<file path="config.mk">
export PLATFORM = sky130hd
export DESIGN_NAME = videoTiming
export DESIGN_NICKNAME = d
export VERILOG_FILES = /design/src/rtl/videoTiming.sv
export VERILOG_INCLUDE_DIRS = /design/src /design/src/rtl
export SDC_FILE = /design/constraint.sdc
export NUM_CORES = 1
export LEC_CHECK = 0
export BUFFER_PORTS_ARGS = -buffer_cell sky130_fd_sc_hd__buf_2
export CAP_MARGIN = 15
export CORE_MARGIN = 1.5
export CORE_UTILIZATION = 23
export CTS_CLUSTER_SIZE = 24
export DETAILED_ROUTE_END_ITERATION = 10
export PLACE_DENSITY = 0.41
export SLEW_MARGIN = 20
export SYNTH_ARGS = -nofsm -noshare
export SYNTH_HDL_FRONTEND = slang
export SYNTH_SLANG_ARGS = --single-unit
</file>
<file path="constraint.sdc">
create_clock -name CLK_24M -period 2.9 [get_ports CLK_24M]
set_clock_uncertainty 0.1 [all_clocks]
set_input_delay 0.435 -clock CLK_24M [delete_from_list [all_inputs] [get_ports CLK_24M]]
set_output_delay 0.435 -clock CLK_24M [all_outputs]
set_load 0.02 [all_outputs]
</file>
<file path="src/rtl/slowVram_macros.svh">
`ifndef SLOW_VRAM_MACROS_SVH
`define SLOW_VRAM_MACROS_SVH

// CLK_24M cycles in one slow VRAM slot frame
// Four clients, four cycles each
`define SV_SLOT_CYCLES 16

// CLK_24M cycles per pixel
`define SV_PIXEL_DIV 4

// Pixel counts per line, 48 fix columns of 8 pixels
`define SV_LINE_PIXELS 384

// Lines per frame
`define SV_LINE_COUNT 264

// Slow VRAM depth in 16-bit words
`define SV_VRAM_WORDS 32768

// Upper address bits of the fix map, giving the 7000h region
`define SV_FIX_BASE 4'b1110

`endif

</file>
<file path="src/rtl/videoTiming.sv">
`timescale 1ns/100ps
`default_nettype none

`include "slowVram_macros.svh"

module videoTiming
(
	input wire CLK_24M,
	input wire arstN,
	output logic [8:0] hCount,
	output logic [8:0] vCount,
	output logic hSync
);

	localparam int DIV_W = $clog2(`SV_PIXEL_DIV);

	// Pixel clock divider phase
	logic [DIV_W-1:0] pixDiv;
	// High in the last CLK_24M cycle of a pixel
	logic pixStep;
	// High in the last CLK_24M cycle of a line
	logic lineEnd;

	assign pixStep = (pixDiv == DIV_W'(`SV_PIXEL_DIV - 1));
	assign lineEnd = pixStep && (hCount == 9'(`SV_LINE_PIXELS - 1));

	// Divide CLK_24M down to the pixel rate
	always_ff @(posedge CLK_24M or negedge arstN)
	begin
		if (!arstN)
			pixDiv <= '0;
		else if (pixStep)
			pixDiv <= '0;
		else
			pixDiv <= pixDiv + DIV_W'(1);
	end

	// Pixel counter, wraps at the end of the line
	always_ff @(posedge CLK_24M or negedge arstN)
	begin
		if (!arstN)
			hCount <= '0;
		else if (lineEnd)
			hCount <= '0;
		else if (pixStep)
			hCount <= hCount + 9'd1;
	end

	// Line counter, steps once per line
	always_ff @(posedge CLK_24M or negedge arstN)
	begin
		if (!arstN)
			vCount <= '0;
		else if (lineEnd)
		begin
			if (vCount == 9'(`SV_LINE_COUNT - 1))
				vCount <= '0;
			else
				vCount <= vCount + 9'd1;
		end
	end

	// One cycle wide, restarts the slot frame
	assign hSync = lineEnd;

endmodule

`default_nettype wire

</file>
==> impl_metrics.yaml <==
die:
  io_pins: 21
  die-area_um2: 4570
  core_um2: 4000
  fp.dieW_um: 67.6
  fp-row-count: 23
  initial_core_util_pct: 24.0
  die_h_um: 67.6
logic_synthesis:
  syn-instance-count: 84
  synth_commonest_cells: "20 x dfrtp_1, 8 x nor2_1, 7 x nand4_1, 7 x xnor2_1"
  syn_area_per_cell_um2: 11.4
  yosys.area.top_type: "dfrtp_1"
  synth_edf_count: 0
  syn_nets: 89
  synthTopCellsByArea: "dfrtp_1 52%, xnor2_1 6.4%, nand4_1 4.6%, ha_1 3.9%, mux2_2 3.5%"
  synthFlopType: "dfrtp_1"
  synthDominantCellAreaShare_pct: 52.2
  yosys_warnings: 0
  synth_area_um2: 960
  yosysUniqueCellTypes: 25
  async_reset_ff_share_pct: 100
  synth-seq-area-share_pct: 52.2
  synth.most_common_cell: "dfrtp_1"
  ys_ff_latch: 20
run_status:
  outcome: "completed"
timing:
  fmax_mhz: 462
  drv_slew: 0
  max_slew_margin_pct: 69.4
  tns_ns: 0
  finalHoldViolCount: 0
  period_share_pct: 74.7
  min_period_ns: 2.16
  worst_pin_slew_ns: 0.459
  rsz0062_at_grt: "no"
  setup_viol: 0
  setup_ws_ns: 0.735
route:
  drtAntennaViolNets: 0
  drcViolationCount: 0
  vias: 713
  drt_iter0_drc: 17
  dr.pass1.iters: 4
  vias_per_cell: 4.54
  wire_per_inst_um: 12.6
  drt_wl_total_um: 1980
clocking:
  cts_buffer_depth: 2
  cts_sinks: 20
  path_clk_slew_ns: 0.08
  cts_buffers: 3
  cts_tree: "done"
  cts_hold_buf: 0
  htreeDepth: 1
  cts_resized: 0
  cts_root_buf: "clkbuf_8"
  postCtsSetupBuffers: 0
  clkLatencyLatePin_ns: 0.26
worst_setup_path:
  crit_path_start: "pixDiv[0]$_DFF_PN0_"
  critPathKind: "flip-flop to output port"
  end_kind: "output port"
  crit_arrival_ns: 1.63
  crit_required_ns: 2.37
  crit_slowest_cell: "dfrtp_1"
  ff2ff_setup_slack_ns: 0.81
  slowest_delay_ns: 0.36
  cp-start-kind: "flip-flop"
  crit_fanout: 8
  path_cells: "ha_1, nand3_2, nor4b_4, buf_2"
  r2r_start: "pixDiv[0]$_DFF_PN0_"
power:
  pwr_density_cell_nw_per_um2: 477
  irDropWorstVdd_mv: 0.220
  power_leakage_uw: 0.000576
placement:
  place_congestion: 0.753
  place_area_um2: 1110
  dpl.hpwl_um: 1450
  numPortBuffers: 20
  pre_cts_ws_ns: 0.846
cells_and_area:
  n_antenna_cell: 0
  area_delta_synth_final_pct: 23.2
  fin_util_pct: 29.6
  finish.net_count: 113
  design_area_um2: 1180
  layout-drive-gt1-share_pct: 30.8
flow_run:
  cap_violations: 0
global_route:
  grt_overflow: 0
  track_usage_pct: 10.1
  antenna_found_initial: 0
  grt_pass1_wl_um: 3420
  grt_pass1_vias: 724
  grt_max_degree: 21
worst_hold_path:
  hold_class: "input port to async pin"
-- cell type report --
type	instances	area, um2
clock buffer	3	41.3
multi-input combinational	60	433
timing repair buffer	21	108
tap	50	62.6
clock inverter	1	30.0
fill	426	2820
sequential	20	500
inverter	2	7.51
-- cell families (layout without fill, tap and decap cells) --
logic type / after synthesis / in the layout / share of synthesized area (%)
AO/OA/AOI/OAI: 9 / 9 / 4.82
XOR/XNOR: 8 / 8 / 7.30
adder cells (fa/ha/maj): 3 / 3 / 3.91
buffers and inverters: 4 / 27 / 2.74
flip-flops: 20 / 20 / 52.2
multiplexers: 5 / 5 / 5.87
AND/OR/NAND/NOR: 35 / 35 / 23.2
-- final timing paths --
path,endpoint,depth (start not counted)
max,hSync,4
max reg2reg,vCount[5]$_DFFE_PN0P_,6
min reg2reg,pixDiv[0]$_DFF_PN0_,1
max in group asynchronous,vCount[2]$_DFFE_PN0P_,1
min,hCount[2]$_DFFE_PN0P_,1
min in group CLK_24M,pixDiv[0]$_DFF_PN0_,1
-- through the flow --
step / hold WS [ns] / std cells / total power, uW
after floorplan: 0.0394 / 84 / 284
after global placement: 0.314 / 153 / 291
after detailed placement: 0.319 / 153 / 291
after CTS: 0.0251 / 157 / 575
after global routing: 0.0484 / 157 / 590
final: 0.0125 / 157 / 564
-- state kept, by name, indices dropped and copies added, names as in the netlist --
| signal | cells |
|---|---|
| vCount | 9 |
| hCount | 9 |
| pixDiv | 2 |
-- per-layer routing --
metal	share of wire (%)	vias to the layer above	global-route usage, %
li1	-	345	-
met3	7.6	2	3.83
met2	46	24	17.3
met5	0	-	0
met1	46	342	12.1
met4	0.55	0	1.53
-- where the power goes --
group	leakage (uW)	switching (uW)	total [uW]	internal, uW
registers	0.000265	0	279	279
clock network	0.0000357	95.0	279	184
logic	0.000276	5.34	5.83	0.484
-- layout by cell type (no fill, tap or decap) --
| cell type | synthesis | layout |
|---|---|---|
| nand4_1 | 7 | 7 |
| clkbuf_8 | 0 | 3 |
| and3_1 | 5 | 5 |
| ha_1 | 3 | 3 |
| nand3_2 | 1 | 1 |
| mux2_1 | 2 | 2 |
| nand2_1 | 6 | 6 |
| buf_2 | 0 | 20 |
| and2_2 | 1 | 1 |
| or3_1 | 1 | 1 |
| a21oi_1 | 2 | 2 |
| xnor2_1 | 7 | 7 |
| nor4bb_1 | 1 | 1 |
| dfrtp_1 | 20 | 20 |
| nand3b_1 | 1 | 1 |
| nand4_2 | 1 | 1 |
| xor2_1 | 1 | 1 |
| bufinv_16 | 0 | 1 |
| nor2_1 | 8 | 8 |
| and4b_1 | 1 | 1 |
| buf_4 | 1 | 1 |
| nor4b_4 | 1 | 1 |
| or3_2 | 1 | 1 |
| o21ai_0 | 6 | 6 |
| inv_1 | 2 | 2 |
| o22ai_1 | 1 | 1 |
| mux2_2 | 3 | 3 |
-- worst max-delay path, delay by kind of cell (launching register included) --
family	cells	cell delay, ns
adders and majority gates	1	0.31
buffers and inverters	1	0.22
DFF	1	0.36
and+or+nand+nor	2	0.48
No activity file was read; power rests on OpenSTA's default activity.
