$ cat src/rtl/slowVram_macros.svh
`ifndef SLOW_VRAM_MACROS_SVH
`define SLOW_VRAM_MACROS_SVH

// CLK_24M cycles in one slow VRAM slot frame
// Four clients, four cycles each
`define SV_SLOT_CYCLES 16

// CLK_24M cycles per pixel
`define SV_PIXEL_DIV 4

// Pixel counts per line, 48 fix columns of 8 pixels
`define SV_LINE_PIXELS 384

// Lines per frame
`define SV_LINE_COUNT 264

// Slow VRAM depth in 16-bit words
`define SV_VRAM_WORDS 32768

// Upper address bits of the fix map, giving the 7000h region
`define SV_FIX_BASE 4'b1110

`endif

$ cat src/rtl/slowVramPkg.sv
`default_nettype none

package slowVramPkg;

	// Slot owners, in the order they appear in a slot frame
	// Encoding follows (slot cycle + 2) / 4
	typedef enum logic [1:0]
	{
		SLOT_FIX,
		SLOT_CPU,
		SLOT_SPR_EVEN,
		SLOT_SPR_ODD
	} slotE;

	// CPU access direction
	typedef enum logic
	{
		CPU_READ,
		CPU_WRITE
	} cpuOpE;

	// One CPU request as seen on the slow VRAM side
	typedef struct packed
	{
		logic [14:0] addr;
		logic [15:0] wrData;
		cpuOpE op;
	} cpuReqS;

	// Single-port VRAM bus, address and write data share one cycle
	typedef struct packed
	{
		logic [14:0] addr;
		logic [15:0] wrData;
		logic we;
	} vramBusS;

	// Fix tile attributes for the next 8-pixel column
	typedef struct packed
	{
		logic [11:0] tileNb;
		logic [3:0] pal;
	} fixAttrS;

	// Sprite tile attributes built from the even and odd words
	typedef struct packed
	{
		logic [19:0] tileNb;
		logic [7:0] pal;
		logic [1:0] aa;
		logic [1:0] flip;
	} sprAttrS;

endpackage

`default_nettype wire

$ cat src/rtl/slowCycle.sv
`timescale 1ns/100ps
`default_nettype none

`include "slowVram_macros.svh"

module slowCycle
(
	input wire CLK_24M,
	input wire arstN,
	input wire hSync,
	input wire [8:0] hCount,
	input wire [8:0] vCount,
	input wire [8:0] sprNb,
	input wire [4:0] sprTileIdx,
	input wire slowVramPkg::cpuReqS heldReq,
	input wire cpuPending,
	output logic cpuServed,
	output logic [15:0] cpuRdWord,
	output slowVramPkg::vramBusS bus,
	input wire [15:0] rdData,
	output slowVramPkg::fixAttrS fixAttr,
	output slowVramPkg::sprAttrS sprAttr
);

	localparam int CNT_W = $clog2(`SV_SLOT_CYCLES);

	// Slot cycles where something happens
	localparam logic [CNT_W-1:0] CYC_FIX_LATCH = CNT_W'(1);
	localparam logic [CNT_W-1:0] CYC_CPU_WE = CNT_W'(2);
	localparam logic [CNT_W-1:0] CYC_CPU_LATE = CNT_W'(3);
	localparam logic [CNT_W-1:0] CYC_CPU_DONE = CNT_W'(5);
	localparam logic [CNT_W-1:0] CYC_EVEN_LATCH = CNT_W'(9);
	localparam logic [CNT_W-1:0] CYC_ODD_LATCH = CNT_W'(13);

	// Slot cycle, 0 right after hSync
	logic [CNT_W-1:0] slotCnt;
	// Shifted by two so each slot is one aligned group of four
	logic [CNT_W-1:0] slotIdx;
	slowVramPkg::slotE slot;
	// Fix column fetched ahead of the one being drawn
	logic [8:0] nextCol;
	logic [14:0] fixAddr;
	// Sprite word pair base, LSB picks even or odd
	logic [13:0] sprBase;
	// CPU request taken in this frame's CPU slot
	logic cpuGrant;
	// Even sprite word held until the odd one arrives
	logic [15:0] sprLow;

	// Free-running slot counter, realigned on every line
	always_ff @(posedge CLK_24M or negedge arstN)
	begin
		if (!arstN)
			slotCnt <= '0;
		else if (hSync)
			slotCnt <= '0;
		else
			slotCnt <= slotCnt + CNT_W'(1);
	end

	// 14,15,0,1 fix / 2-5 CPU / 6-9 even / 10-13 odd
	assign slotIdx = slotCnt + CNT_W'(2);
	assign slot = slowVramPkg::slotE'(slotIdx[CNT_W-1:CNT_W-2]);

	// Column after the current one, wraps at the line end
	assign nextCol = (hCount == 9'(`SV_LINE_PIXELS - 1)) ? 9'd0 : hCount + 9'd1;
	// Fix map is column major, 32 rows per column
	assign fixAddr = {`SV_FIX_BASE, nextCol[8:3], vCount[7:3]};
	assign sprBase = {sprNb, sprTileIdx};

	// VRAM address mux
	always_comb
	begin
		bus.addr = fixAddr;
		bus.wrData = heldReq.wrData;
		bus.we = 1'b0;
		case (slot)
			slowVramPkg::SLOT_FIX:
			begin
				bus.addr = fixAddr;
			end
			slowVramPkg::SLOT_CPU:
			begin
				bus.addr = heldReq.addr;
				// Single write strobe at the start of the slot
				bus.we = (slotCnt == CYC_CPU_WE) && cpuPending &&
					(heldReq.op == slowVramPkg::CPU_WRITE);
			end
			slowVramPkg::SLOT_SPR_EVEN:
			begin
				bus.addr = {sprBase, 1'b0};
			end
			default:
			begin
				bus.addr = {sprBase, 1'b1};
			end
		endcase
	end

	// Decide whether the CPU slot carries a request
	always_ff @(posedge CLK_24M or negedge arstN)
	begin
		if (!arstN)
			cpuGrant <= 1'b0;
		else if (slotCnt == CYC_CPU_WE)
			cpuGrant <= cpuPending;
		// Late reads still have two address cycles left
		else if ((slotCnt == CYC_CPU_LATE) && cpuPending &&
			(heldReq.op == slowVramPkg::CPU_READ))
			cpuGrant <= 1'b1;
		else if (slotCnt == CYC_CPU_DONE)
			cpuGrant <= 1'b0;
	end

	// Idle CPU slot gives no served pulse
	assign cpuServed = (slotCnt == CYC_CPU_DONE) && cpuGrant;
	// Data from the address of cycle 4
	assign cpuRdWord = rdData;

	// Even word, low 16 bits of the sprite tile number
	always_ff @(posedge CLK_24M)
	begin
		if (slotCnt == CYC_EVEN_LATCH)
			sprLow <= rdData;
	end

	// Attribute registers
	always_ff @(posedge CLK_24M or negedge arstN)
	begin
		if (!arstN)
		begin
			fixAttr <= '0;
			sprAttr <= '0;
		end
		else
		begin
			if (slotCnt == CYC_FIX_LATCH)
			begin
				fixAttr.tileNb <= rdData[11:0];
				fixAttr.pal <= rdData[15:12];
			end
			// Both words published together, never half a pair
			if (slotCnt == CYC_ODD_LATCH)
			begin
				sprAttr.tileNb <= {rdData[7:4], sprLow};
				sprAttr.pal <= rdData[15:8];
				sprAttr.aa <= rdData[3:2];
				sprAttr.flip <= rdData[1:0];
			end
		end
	end

endmodule

`default_nettype wire

$ cat config.mk
export PLATFORM = sky130hd
export DESIGN_NAME = slowCycle
export DESIGN_NICKNAME = d
export VERILOG_FILES = /design/src/rtl/slowVramPkg.sv /design/src/rtl/slowCycle.sv
export VERILOG_INCLUDE_DIRS = /design/src /design/src/rtl
export SDC_FILE = /design/constraint.sdc
export NUM_CORES = 1
export LEC_CHECK = 0
export ABC_CLOCK_PERIOD_IN_PS = 2100
export BUFFER_PORTS_ARGS = -buffer_cell sky130_fd_sc_hd__buf_2
export CAP_MARGIN = 10
export CORE_MARGIN = 2
export CORE_UTILIZATION = 40
export DETAILED_ROUTE_END_ITERATION = 8
export HOLD_SLACK_MARGIN = 0.05
export PLACE_DENSITY = 0.73
export SLEW_MARGIN = 20
export SYNTH_ARGS = -nofsm -noshare
export SYNTH_HDL_FRONTEND = slang
export SYNTH_SLANG_ARGS = --single-unit
$ cat constraint.sdc
create_clock -name CLK_24M -period 2.1 [get_ports CLK_24M]
set_input_delay 0.42 -clock CLK_24M [delete_from_list [all_inputs] [get_ports CLK_24M]]
set_output_delay 0.42 -clock CLK_24M [all_outputs]
set_load 0.02 [all_outputs]
==> run summary <==
FMAX - 0.438 GHz
Yosys warning total - 0
initial core utilization - 40.5%
Net Count, Synth - 344
Worst Tran Pin Value - 388 ps
Worst Path Required - 1680 ps
Chip Height - 94.6 um
run status - finished with violations
fraction of layout cells with a size suffix above 1 - 61.4%
Die X - 94.6 um
FF+latch area - 1810 sq um
post-route cell area - 4320 sq um
Hold Vio Cnt, Final - 0
setup violators final - 10
Avg Synthesized Cell Area - 12.8 sq um
main combinational cell family by area after synthesis - multiplexers
pin count of the biggest net entering global routing - 26
Synth top area share - 40.4%
simple-gate share of the synthesized area - 8.73%
core box area - 8090 sq um
hold crit path type - input port to flop
routed wire length - 7.33 mm
LEAKAGE - 0.00212 uW
most frequent cell after synthesis - dfrtp_1
Yosys reg bits - 69
Num CTS Buffers - 9
CTS HTree Levels - 3
RSZ-0062 raised after global routing - yes
RR Startpoint - slotCnt[1]$_DFF_PN0_
vias per inst - 4.79
hpwl dp - 5.32 mm
Final nets - 477
PwrDens - 804 nW/um^2
Worst Setup Start Kind - flop
clk buf depth - 2
min cycle time layout - 2280 ps
gr ovfl total - 0
Area Growth Syn to Fin - 31.8%
Max-slew headroom - 74.1%
antenna viol nets, final - 0
fin crit share - 109%
Hold Crit Endpoint - slotCnt[1]$_DFF_PN0_
first-pass GRT wire length - 11.1 mm
Hold Path Cell Cnt - 2
I/O pin count - 181
Pins Over Slew Limit - 0
multi-input logic area - 1220 sq um
CTS tree - built
Post-Synthesis Cells - 256
area share of xor/xnor cells in the synthesized design - 2.40%
Synth async-reset ratio - 76.8%
post-synthesis sequential area ratio - 55.1%
placed cells - 479
Tot GR Track Use - 16.3%
non-filler cells, final - 499
Reg2Reg Setup Slack - 390 ps
CP Class - flop to output port
Root Driver - clkbuf_8
routed via count - 2390
Synth area leaders - dfrtp_1, mux2_2, edfxtp_1, buf_4, mux2i_1
main flop type after synthesis - dfrtp_1
crit path DAT - 1860 ps
die area - 8940 sq um
Synth Area in Adders - 1.53%
vias in the first global route - 2321
CP Max Fanout - 9
Yosys cell types - 30
port bufs - 144
initial antenna violation count - 0
failing checks - negative setup slack
mux contribution to synthesized area - 19.2%
Worst Skew - 7.97 ps
DRC - 0
Synth Area in Compound Gates - 3.20%
WL per Instance - 14.7 um
DR pass1 iterations - 4
Fillers - 722
dpl cell area - 3990 sq um
r2r worst-path depth - 6
Max-Cap Viols - 0
cell taking the most area after synthesis - dfrtp_1
Peak supply drop - 0.609 mV
ant diodes - 0
TritonCTS Sinks - 69
Post-Synthesis Cell Area - 3280 sq um
violation count after the first detailed-route iteration - 59
worst skew pair latency - 350 ps
FP Rows - 33
Final WS setup - -185 ps
Worst-path clk slew - 70 ps
tightest hold margin - 271 ps
RD Place Congestion - 0.784
reg-to-reg endpoint - fixAttr[4]$_DFFE_PN0N_
Commonest cells post-synth - dfrtp_1, mux2_2, buf_4
Crit. End Element - output port
worst hold path startpoint - hSync
number of synthesized flops with an enable pin - 16
[state kept, by name (all words and copies together) (netlist names)]
| signal | flops |
|---|---|
| slotCnt | 4 |
| sprAttr | 32 |
| fixAttr | 16 |
| cpuGrant | 1 |
| sprLow | 16 |
[cell usage in the layout (no fill, tap or decap), types with 5 or more instances in the layout]
cell type / Yosys / layout
edfxtp_1: 16 / 16
buf_6: 2 / 8
nand2_1: 19 / 17
inv_1: 5 / 5
nand3_1: 11 / 8
clkbuf_8: 0 / 9
mux2i_1: 9 / 9
mux2_2: 48 / 48
buf_2: 6 / 135
dfrtp_1: 53 / 53
nor2_1: 9 / 8
buf_4: 33 / 18
[per-stage QoR]
| stage | worst slack [ps] | utilization, % | setup TNS, ps | total power (uW) |
|---|---|---|---|---|
| after floorplan | 14.9 | - | 0 | 2110 |
| after global placement | 123 | 49.3 | 0 | 2360 |
| after detailed placement | 84.0 | 49.3 | 0 | 2380 |
| after CTS | -216 | 53.4 | -1900 | 3510 |
| after global routing | -249 | 53.4 | -2310 | 3640 |
| final | -185 | 53.4 | -1320 | 3480 |
[report_power, final]
part / switching, uW / internal [uW] / total [uW]
Clock: 520 / 558 / 1080
Combinational: 484 / 367 / 851
Sequential: 57.2 / 1490 / 1550
Total: 1060 / 2420 / 3480
[kinds of logic (layout without fill, tap and decap cells)]
| logic type | after synthesis | count (layout) |
|---|---|---|
| xor+xnor | 6 | 6 |
| compound gates | 17 | 17 |
| mux | 57 | 57 |
| buf+inv | 47 | 185 |
| flops | 69 | 69 |
| fa+ha+maj | 4 | 4 |
| simple gates | 56 | 56 |
[worst max path at each step]
stage	from	endpoint	slack, ps	cells past startpoint
3_5_place_dp	slotCnt[1]$_DFF_PN0_	bus[22]	80	7
4_1_cts	slotCnt[1]$_DFF_PN0_	bus[26]	-220	7
6_report	slotCnt[1]$_DFF_PN0_	bus[25]	-180	7
5_1_grt	slotCnt[1]$_DFF_PN0_	bus[25]	-250	5
3_3_place_gp	slotCnt[1]$_DFF_PN0_	bus[25]	120	5
2_1_floorplan	slotCnt[1]$_DFF_PN0_	bus[25]	10	4
[what timing repair did]
item / in CTS / in global routing
resized for setup: 19 / 14
gates cloned: 1 / 0
pin swaps: 6 / 1
hold buffers: 1 / 0
endpoints found under the hold margin: 16 / 0
setup endpoints to repair: 16 / 17
setup buffers: 3 / 1
[critical path, stage by stage (launching register included)]
cell and delay (ps):
dfrtp_1 410, ha_4 190, buf_6 120, xnor2_4 180
buf_12 160, mux2i_1 210, nand3_2 100, buf_6 140
[routing by layer]
| metal | vias up | track usage, % | part of all wire [%] | routed length, um |
|---|---|---|---|---|
| li1 | 1138 | - | - | - |
| met1 | 1148 | 18.9 | 39 | 2890 |
| met2 | 91 | 28.3 | 51 | 3760 |
| met3 | 13 | 3.75 | 7.0 | 511 |
| met4 | 0 | 8.09 | 2.2 | 159 |
| met5 | - | 0 | 0 | 0 |
[cell type report]
class	instances	area share, %
clock buffer	10	2.95
sequential	69	41.8
multi-input combinational	140	28.1
clock inverter	6	1.65
timing repair buffer	164	22.0
tap	105	3.04
inverter	5	0.434
Note: power is estimated with default switching activity, not from simulation.
