### config.mk
export PLATFORM = sky130hd
export DESIGN_NAME = cpuPort
export DESIGN_NICKNAME = d
export VERILOG_FILES = /design/src/rtl/slowVram_macros.svh /design/src/rtl/slowVramPkg.sv /design/src/rtl/cpuPort.sv
export SDC_FILE = /design/constraint.sdc
export NUM_CORES = 1
export LEC_CHECK = 0
export BUFFER_PORTS_ARGS = -buffer_cell sky130_fd_sc_hd__buf_2
export CORE_UTILIZATION = 40
export CTS_CLUSTER_DIAMETER = 100
export CTS_CLUSTER_SIZE = 30
export DETAILED_ROUTE_END_ITERATION = 10
export PLACE_DENSITY = 0.79
export SLEW_MARGIN = 10
export SYNTH_ARGS = -nofsm -noshare
export SYNTH_HDL_FRONTEND = slang
export SYNTH_SLANG_ARGS = --single-unit
### constraint.sdc
create_clock -name CLK_24M -period 2.64 [get_ports CLK_24M]
set_input_delay 0 -clock CLK_24M [delete_from_list [all_inputs] [get_ports CLK_24M]]
set_output_delay 0 -clock CLK_24M [all_outputs]
set_load 0.1 [all_outputs]
### src/rtl/slowVram_macros.svh
`ifndef SLOW_VRAM_MACROS_SVH
`define SLOW_VRAM_MACROS_SVH

// CLK_24M cycles in one slow VRAM slot frame
// Four clients, four cycles each
`define SV_SLOT_CYCLES 16

// CLK_24M cycles per pixel
`define SV_PIXEL_DIV 4

// Pixel counts per line, 48 fix columns of 8 pixels
`define SV_LINE_PIXELS 384

// Lines per frame
`define SV_LINE_COUNT 264

// Slow VRAM depth in 16-bit words
`define SV_VRAM_WORDS 32768

// Upper address bits of the fix map, giving the 7000h region
`define SV_FIX_BASE 4'b1110

`endif

### src/rtl/slowVramPkg.sv
`default_nettype none

package slowVramPkg;

	// Slot owners, in the order they appear in a slot frame
	// Encoding follows (slot cycle + 2) / 4
	typedef enum logic [1:0]
	{
		SLOT_FIX,
		SLOT_CPU,
		SLOT_SPR_EVEN,
		SLOT_SPR_ODD
	} slotE;

	// CPU access direction
	typedef enum logic
	{
		CPU_READ,
		CPU_WRITE
	} cpuOpE;

	// One CPU request as seen on the slow VRAM side
	typedef struct packed
	{
		logic [14:0] addr;
		logic [15:0] wrData;
		cpuOpE op;
	} cpuReqS;

	// Single-port VRAM bus, address and write data share one cycle
	typedef struct packed
	{
		logic [14:0] addr;
		logic [15:0] wrData;
		logic we;
	} vramBusS;

	// Fix tile attributes for the next 8-pixel column
	typedef struct packed
	{
		logic [11:0] tileNb;
		logic [3:0] pal;
	} fixAttrS;

	// Sprite tile attributes built from the even and odd words
	typedef struct packed
	{
		logic [19:0] tileNb;
		logic [7:0] pal;
		logic [1:0] aa;
		logic [1:0] flip;
	} sprAttrS;

endpackage

`default_nettype wire

### src/rtl/cpuPort.sv
`timescale 1ns/100ps
`default_nettype none

module cpuPort
(
	input wire CLK_24M,
	input wire arstN,
	input wire slowVramPkg::cpuReqS cpuReq,
	input wire cpuReqValid,
	input wire cpuZone,
	output logic cpuBusy,
	output logic cpuDone,
	output logic [15:0] cpuRdData,
	output slowVramPkg::cpuReqS heldReq,
	output logic cpuPending,
	input wire cpuServed,
	input wire [15:0] cpuRdWord
);

	// Strobe taken only for the slow zone and only when idle
	logic accept;

	// Zone high means fast VRAM, handled elsewhere
	// A strobe while busy is lost
	assign accept = cpuReqValid && !cpuZone && !cpuBusy;

	// Busy is set on capture and cleared when the sequencer serves it
	always_ff @(posedge CLK_24M or negedge arstN)
	begin
		if (!arstN)
		begin
			cpuBusy <= 1'b0;
			cpuDone <= 1'b0;
		end
		else
		begin
			// Done follows the served pulse by one cycle
			cpuDone <= cpuServed;
			if (cpuServed)
				cpuBusy <= 1'b0;
			else if (accept)
				cpuBusy <= 1'b1;
		end
	end

	// Request held until the CPU slot picks it up
	always_ff @(posedge CLK_24M)
	begin
		if (accept)
			heldReq <= cpuReq;
	end

	// Read word kept for the CPU, valid with cpuDone
	always_ff @(posedge CLK_24M)
	begin
		if (cpuServed && (heldReq.op == slowVramPkg::CPU_READ))
			cpuRdData <= cpuRdWord;
	end

	// Sequencer sees the held request as long as it is not served
	assign cpuPending = cpuBusy;

endmodule

`default_nettype wire

==> qor.csv, run 1 <==
stage,metric,value,unit
status,status,"complete, no violations",
grt,grt_first_pass_wirelength,5727,um
cells_and_area,syn_to_final_growth,79.62,%
sta,drv_slew,0,
grt,grt_overflow_total,0,
sta,tightest_slew,504.7,ps
grt,first_global_vias,1282,
detailed_routing,drt_pass1_iterations,4,
placed_design,dp_hpwl,2137,um
clock_network,htreeDepth,2,
grt,grt_usage,19.95,%
power_and_ir_drop,leakage,1.181,nW
power_and_ir_drop,p_per_area,666.4,mW/mm^2
floorplan,ioPinCount,104,
placed_design,portBuffers,103,
placed_design,placed_cell_area,0.002121,sq mm
sta,finalSetupViolations,0,
cells_and_area,final_cell_area,0.002758,sq mm
synthesis,synth_area_leader_cell,edfxtp_1,
sta,fmax,799.7,MHz
clock_network,clk_path_buf_depth,2,
sta,whs,17.09,ps
floorplan,core-area,0.003661,sq mm
clock_network,worstSkewPairLatency,300,ps
worst_setup_path,crit_fanout,32,
synthesis,synth-seq-area-share,97.15,%
worst_setup_path,crit_arrival,1200,ps
clock_network,cts_tree,done,
worst_setup_path,critPathKind,flop to flop,
cells_and_area,diodes,0,
worst_setup_path,required,2590,ps
synthesis,syn_nets,109,
sta,relSlewSlack,66.58,%
floorplan,start_util,41.93,%
worst_setup_path,start_kind,flop,
detailed_routing,viasPerCell,4.254,
sta,grt_setup_unrepaired,no,
grt,grt_max_degree,33,
synthesis,yosys_warnings,0,
placed_design,gp_congestion,0.7601,
clock_network,clockRootBuffer,clkbuf_8,
sta,skew,6.475,ps
floorplan,die_h,63.95,um
detailed_routing,remaining_drc_errors,0,
grt,antenna_found_initial,0,
detailed_routing,ant_nets,0,
synthesis,syn_avg_cell_area,27.41,sq um
detailed_routing,drtIter0Drc,40,
synthesis,syn-cell-area,0.001535,sq mm
synthesis,synth.top_cell.area_share,93.89,%
sta,setup_tns,0,ps
detailed_routing,routed-via-count,1140,
sta,period_needed,1250,ps
floorplan,rows,22,
run,cap_violations,0,
synthesis,ys_seq_elements,50,
sta,post-route-period-util,47.37,%
cells_and_area,finalNetCount,272,
cells_and_area,drive_gt1_share,52.27,%
clock_network,cts.sinks,50,
floorplan,die-area,0.004090,sq mm
power_and_ir_drop,ir_worst_vdd,481.7,uV
synthesis,synth_cell_type_count,8,
clock_network,cts.clk_slew.worst_paths,80,ps
sta,hold_violations,0,
detailed_routing,wl_per_cell,14.61,um
cells_and_area,fill_cells,224,
placed_design,dp_slack,1409,ps
worst_setup_path,reg2reg_setup_slack,1390,ps
floorplan,die_w,63.95,um
synthesis,synth.area.top_cells,"edfxtp_1, dfrtp_1, nand2b_4",
worst_setup_path,crit_path_end_kind,flop,
sta,worst_slack,1390,ps
synthesis,synth_cells,56,
worst_hold_path,hp-class,input port to async pin,
detailed_routing,routed_wl,3915,um
clock_network,cts-buffers-inserted,5,
-- layout make-up --
type	count	area, sq um	share of cell area, %
Clock buffer	7	86.33	3.131
Sequential cell	50	1491	54.08
Inverter	1	3.754	0.1361
Tap cell	48	60.06	2.178
Clock inverter	1	30.03	1.089
Timing Repair Buffer	157	1051	38.11
Multi-Input combinational cell	4	35.03	1.270
-- critical path: stages (launching register included) --
cell and delay [ps]:
dfrtp_1 420, nor2_2 120, buf_4 360
-- final timing paths --
| path | end | cells after the start | startpoint |
|---|---|---|---|
| setup reg to reg | heldReq[18] | 2 | cpuBusy |
| min in group CLK_24M | heldReq[29] | 4 | cpuZone |
| setup / recovery | heldReq[18] | 2 | cpuBusy |
| hold / removal | cpuBusy | 2 | arstN |
| max in group asynchronous | cpuDone | 2 | arstN |
| hold reg to reg | cpuBusy | 2 | cpuBusy |
-- timing repair --
action                                  in CTS  in global routing
gates resized for setup                      0                  0
hold buffers                                52                  0
setup buffers                                0                  0
endpoints found under the hold margin       52                  0
endpoints found under the setup margin       0                  0
-- layout by cell type (no fill, tap or decap) --
master	instances
buf_4	2
nand2b_4	1
clkbuf_8	6
edfxtp_1	48
bufinv_16	1
dlygate4sd3_1	52
dfrtp_1	2
clkbuf_1	1
inv_1	1
buf_2	103
a21oi_2	1
nor2_2	1
nor2b_1	1
-- power breakdown --
group	internal, W	switching [W]	leakage (nW)
combinational	0.000101	0.000281	0.650
clock	0.000309	0.000229	0.0585
sequential	0.000908	0.00000913	0.473
total	0.00132	0.000520	1.18
-- through the flow --
| step | cells | utilization (%) | power [W] |
|---|---|---|---|
| finish | 268 | 75.32 | 0.001838 |
| global route | 268 | 75.32 | 0.001895 |
| CTS | 268 | 75.32 | 0.001842 |
| detailed placement | 208 | 57.93 | 0.001253 |
| global placement | 208 | 57.93 | 0.001249 |
| floorplan | 56 | - | 0.001184 |
-- per-layer routing --
layer  part of all wire [%]  vias up  GRT usage, %
li1                       -      541             -
met1                     34      512         19.01
met2                     53       75         36.30
met3                     11       12         7.500
met4                    2.6        0         11.08
met5                      0        -             0
-- sequential cells by signal, indices dropped and copies added (netlist names) --
| signal | count |
|---|---|
| heldReq | 32 |
| cpuBusy | 1 |
| cpuRdData | 16 |
| cpuDone | 1 |
-- cell families (layout without fill, tap and decap cells) --
family                 after synthesis  count (layout)  synth area share (%)
flip-flops                          50              50                 97.15
buffers and inverters                2             166                0.7334
AND/OR/NAND/NOR                      3               3                 1.548
AO/OA/AOI/OAI                        1               1                0.5706
-- cell usage after synthesis --
cell type and instances:
a21oi_2 1, buf_4 1, dfrtp_1 2, edfxtp_1 48, inv_1 1, nand2b_4 1, nor2_1 1, nor2b_1 1
(Power assumes the default switching activity.)
==> run 2, diff against run 1 <==
- clock period: 2.64 -> 1.2 ns (I/O delays scaled with it)
==> run 2 against run 1 <==
Sequential power rose by 120%; via count rose by 4.1%; final cell count rose by 0.37%; cell area rose by 1.8%; die area did not move; clock power rose by 110%; clock-buffer cell count fell by 1; critical path depth rose by 3; non-clock buffer count rose by 1; register-to-register slack got worse by 1300 ps.
==> qor.csv, run 2 (synthesis results as in run 1) <==
stage,metric,value,unit
power_and_ir_drop,internal-power,0.002860,W
grt,first_global_vias,1299,
sta,skew,13.46,ps
clock_network,clk_path_buf_depth,2,
worst_setup_path,crit_arrival,1140,ps
grt,grt_first_pass_wirelength,6734,um
power_and_ir_drop,power.switching,0.001186,W
worst_setup_path,required,1210,ps
sta,hold_violations,0,
clock_network,worstSkewPairLatency,300,ps
worst_setup_path,reg2reg_to,heldReq[15],
sta,fmax,882.3,MHz
worst_setup_path,critPathLaunch,cpuZone,
clock_network,cts.sinks,50,
cells_and_area,drive_gt1_share,53.39,%
placed_design,portBuffers,103,
sta,drv_slew,0,
detailed_routing,routed-via-count,1187,
worst_setup_path,critPathKind,input port to flop,
worst_setup_path,crit_fanout,24,
grt,grt_overflow_total,0,
power_and_ir_drop,pwr-share-comb,21.5,%
detailed_routing,wl_per_cell,16.71,um
cells_and_area,layout_commonest_cell,buf_2,
power_and_ir_drop,swShare,29.32,%
detailed_routing,drt_pass1_iterations,4,
clock_network,post_cts_buffers,0,
worst_setup_path,r2r-start,cpuBusy,
cells_and_area,diodes,0,
power_and_ir_drop,ir_worst_vdd,945.8,uV
worst_hold_path,hp-class,input port to async pin,
detailed_routing,routed_wl,4496,um
cells_and_area,fill_cells,212,
power_and_ir_drop,p_clk_share,28.5,%
worst_setup_path,reg2regPathDepth,2,
cells_and_area,top_regs,"heldReq: 32 flops, cpuRdData: 16 flops",
worst_setup_path,start_kind,input port,
cells_and_area,largest_reg_flops,32,
sta,post-route-period-util,94.45,%
clock_network,cts-buffers-inserted,5,
sta,period_needed,1133,ps
cells_and_area,final_cell_area,0.002808,sq mm
detailed_routing,ant_nets,0,
cells_and_area,syn_to_final_growth,82.88,%
cells_and_area,multiInputGateArea,47.55,sq um
floorplan,die-area,0.004090,sq mm
sta,grt_setup_unrepaired,no,
floorplan,ioPinCount,104,
cells_and_area,regMostFlops,heldReq,
detailed_routing,viasPerCell,4.413,
grt,grt_max_degree,25,
cells_and_area,post-route-util,76.69,%
floorplan,rows,22,
power_and_ir_drop,p_seq_share,50.0,%
worst_setup_path,reg2reg_setup_slack,80,ps
clock_network,clockRootBuffer,clkbuf_8,
floorplan,core-area,0.003661,sq mm
status,status,"complete, no violations",
sta,worst_slack,66.55,ps
floorplan,start_util,41.93,%
floorplan,die_w,63.95,um
placed_design,placed_cell_area,0.002170,sq mm
grt,antenna_found_initial,0,
grt,grt_usage,24.06,%
worst_setup_path,crit_path_end_kind,flop,
placed_design,dp_slack,99.91,ps
cells_and_area,seq_area,0.001495,sq mm
detailed_routing,remaining_drc_errors,0,
power_and_ir_drop,leakage,1.192,nW
floorplan,die_h,63.95,um
sta,tightest_slew,506.9,ps
clock_network,htreeDepth,2,
detailed_routing,drtIter0Drc,53,
sta,finalSetupViolations,0,
placed_design,gp_congestion,0.7120,
clock_network,cts_tree,done,
cells_and_area,finalNetCount,273,
clock_network,cts.clk_slew.worst_paths,90,ps
run,cap_violations,0,
sta,setup_tns,0,ps
sta,relSlewSlack,66.44,%
cells_and_area,final_cell_mix,"buf_2, dlygate4sd3_1, edfxtp_1, clkbuf_8, clkbuf_4",
power_and_ir_drop,p_per_area,1441,mW/mm^2
## run 2: power groups by stage
stage,Sequential [W],Clock (W),Combinational [W]
4_1_cts,0.00202,0.00115,0.000850
6_report,0.00202,0.00115,0.000872
5_1_grt,0.00203,0.00125,0.000899
3_3_place_gp,0.00205,0,0.000713
2_1_floorplan,0.00255,0,0.0000548
3_5_place_dp,0.00206,0,0.000722
## run 2: through the flow
| stage | instances | hold slack, ps | total power (W) |
|---|---|---|---|
| 4_1_cts | 269 | 6.517 | 0.004022 |
| 3_5_place_dp | 209 | -210.7 | 0.002780 |
| 6_report | 269 | 18.96 | 0.004047 |
| 5_1_grt | 269 | 35.24 | 0.004176 |
| 3_3_place_gp | 209 | -214.2 | 0.002768 |
| 2_1_floorplan | 56 | -295.6 | 0.002610 |
## run 2: layout make-up
cell class,count,area share (%)
clock buffer,6,2.585
clock inverter,2,1.337
inverter,1,0.1337
multi-input combinational,4,1.693
sequential,50,53.25
tap,48,2.139
timing repair buffer,158,38.86
## run 2: routing by layer
metal  up-vias  routed length, um  GRT usage (%)
li1        542                  -              -
met1       554               1773          28.66
met2        84               2264          41.09
met3         7                386          7.679
met4         0                 71          7.955
met5         -                  0              0
## run 2: worst max-delay path by stage
stage | end | slack [ps] | depth (start not counted)
finish | heldReq[15] | 70 | 5
global route | heldReq[28] | 30 | 5
CTS | cpuBusy | 20 | 1
detailed placement | heldReq[23] | 100 | 2
global placement | heldReq[14] | 110 | 2
floorplan | cpuRdData[0] | -400 | 1
## run 2: critical path, cell delays in order
cell and delay [ps]:
dlygate4sd3_1 530, buf_2 120, nand2b_4 150, nor2_4 140
buf_12 190
## run 2: timing repair
action                     in CTS  in global routing
hold endpoints to repair       52                  0
setup endpoints to repair       0                  3
hold buffers                   52                  0
gates resized for setup         0                  3
==> run 3, diff against run 2 <==
- CORE_ASPECT_RATIO: not set -> 1.5
- PLACE_DENSITY: 0.79 -> 0.81
==> run 3 against run 2 <==
Sequential cell count unchanged; power increased by 0.18%; register-to-register slack got worse by 30 ps; non-clock buffer count decreased by 1; clock-buffer cell count decreased by 1; highest routed layer unchanged; clock power about the same; cell area decreased by 0.31%; first-iteration DRC count decreased by 55%; sequential power about the same; clock skew decreased by 5.7 ps; maximum frequency decreased by 1.6%.
==> qor.csv, run 3 (synthesis results as in run 1) <==
stage,metric,value,unit
sta,worst_slack,47.82,ps
worst_setup_path,cpPeakStageDelay,530,ps
power_and_ir_drop,leakage,1.191,nW
placed_design,placed_cell_area,0.002156,sq mm
detailed_routing,routed_wl,3888,um
cells_and_area,largest_reg_flops,32,
worst_setup_path,crit_chain,dlygate4sd3_1 > buf_2 > nand2b_4 > nor2_4 > buf_12,
sta,finalSetupViolations,0,
clock_network,clk_path_buf_depth,2,
worst_setup_path,critPathKind,input port to flop,
power_and_ir_drop,p_per_area,1448,mW/mm^2
sta,drv_slew,0,
placed_design,portBuffers,103,
run,cap_violations,0,
cells_and_area,layout_commonest_cell,buf_2,
detailed_routing,remaining_drc_errors,0,
placed_design,dp_slack,59.10,ps
floorplan,die-area,0.004095,sq mm
sta,hold_violations,0,
sta,grt_setup_unrepaired,no,
cells_and_area,fill_cells,218,
clock_network,worstSkewPairLatency,300,ps
grt,grt_usage,19.21,%
detailed_routing,drtIter0Drc,24,
cells_and_area,multiInputGateArea,47.55,sq um
grt,grt_overflow_total,0,
cells_and_area,top_regs,"heldReq: 32 flops, cpuRdData: 16 flops",
sta,relSlewSlack,66.66,%
cells_and_area,final_cell_area,0.002799,sq mm
cells_and_area,regMostFlops,heldReq,
cells_and_area,drive_gt1_share,53.64,%
status,status,"complete, no violations",
placed_design,gp_congestion,0.6696,
floorplan,die_w,52.59,um
floorplan,start_util,41.69,%
detailed_routing,drt_pass1_iterations,4,
cells_and_area,syn_to_final_growth,82.31,%
worst_setup_path,start_kind,input port,
clock_network,cts-buffers-inserted,5,
sta,period_needed,1152,ps
clock_network,clockRootBuffer,clkbuf_8,
power_and_ir_drop,ir_worst_vdd,1477,uV
sta,fmax,867.9,MHz
cells_and_area,diodes,0,
worst_setup_path,cp_slowest_cell,dlygate4sd3_1,
grt,antenna_found_initial,0,
grt,grt_first_pass_wirelength,5361,um
detailed_routing,viasPerCell,4.426,
grt,first_global_vias,1241,
cells_and_area,post-route-util,76.01,%
floorplan,ioPinCount,104,
floorplan,rows,27,
sta,setup_tns,0,ps
sta,tightest_slew,503.6,ps
worst_setup_path,required,1200,ps
detailed_routing,routed-via-count,1164,
clock_network,cts.sinks,50,
sta,post-route-period-util,96.01,%
cells_and_area,final_cell_mix,"buf_2, dlygate4sd3_1, edfxtp_1, clkbuf_8",
clock_network,htreeDepth,2,
clock_network,cts_tree,done,
sta,skew,7.805,ps
clock_network,cts.clk_slew.worst_paths,90,ps
worst_setup_path,crit_fanout,32,
floorplan,core-area,0.003682,sq mm
grt,grt_max_degree,33,
worst_setup_path,crit_arrival,1150,ps
detailed_routing,wl_per_cell,14.78,um
floorplan,die_h,77.88,um
power_and_ir_drop,total_power,0.004054,W
worst_setup_path,crit_path_end_kind,flop,
detailed_routing,ant_nets,0,
worst_hold_path,hp-class,input port to async pin,
cells_and_area,seq_area,0.001495,sq mm
cells_and_area,finalNetCount,272,
[run 3: cell count changes in the layout (fill, tap and decap cells not counted)]
cell,delta
buf_4,-1
inv_8,+1
clkbuf_1,-1
clkbuf_4,-1
buf_2,+1
[run 3: final timing paths]
path / to / slack (ps) / depth (start not counted) / startpoint
worst max-delay path: heldReq[16] / 50 / 5 / cpuZone
worst min-delay path: cpuBusy / 30 / 2 / arstN
worst max register to register: heldReq[16] / 50 / 2 / cpuBusy
worst min register to register: cpuBusy / 660 / 2 / cpuBusy
max in group asynchronous: cpuBusy / 1060 / 2 / arstN
min in group CLK_24M: cpuRdData[10] / 400 / 2 / cpuRdWord[10]
[run 3: metrics by stage]
step / hold slack, ps / std cells
final: 26.37 / 263
after floorplan: -295.6 / 56
after CTS: 20.72 / 263
after global placement: -209.3 / 203
after detailed placement: -203.6 / 203
after global routing: 32.89 / 263
[run 3: routing by layer]
metal	up-vias	GRT usage (%)	part of all wire (%)	wire, um
met5	-	0	0	0
met3	19	7.059	10	389
met4	0	10.79	4.1	158
met1	512	15.90	30	1172
li1	543	-	-	-
met2	90	35.82	56	2168
[run 3: cell type report]
type                            instances  share of cell area [%]
Clock buffer                            5                   2.459
Clock inverter                          3                   1.743
Inverter                                1                  0.1341
Multi-Input combinational cell          4                   1.699
Sequential cell                        50                   53.42
Tap cell                               43                   1.922
Timing Repair Buffer                  157                   38.62
[run 3: what timing repair did]
item | CTS | global route
endpoints found under the hold margin | 52 | 0
buffers inserted | 0 | 0
hold buffers | 52 | 0
setup endpoints to repair | 0 | 2
gates resized for setup | 0 | 2
[run 3: power breakdown]
group | switching, W | internal [W] | total [W]
Sequential | 0.0000220 | 0.00200 | 0.00202
Combinational | 0.000622 | 0.000237 | 0.000858
Clock | 0.000542 | 0.000634 | 0.00118
Total | 0.00119 | 0.00287 | 0.00405
[run 3: critical path, delay by kind of cell]
kind / cells / cell delay [ps]
buf+inv: 3 / 860
simple gates: 2 / 290
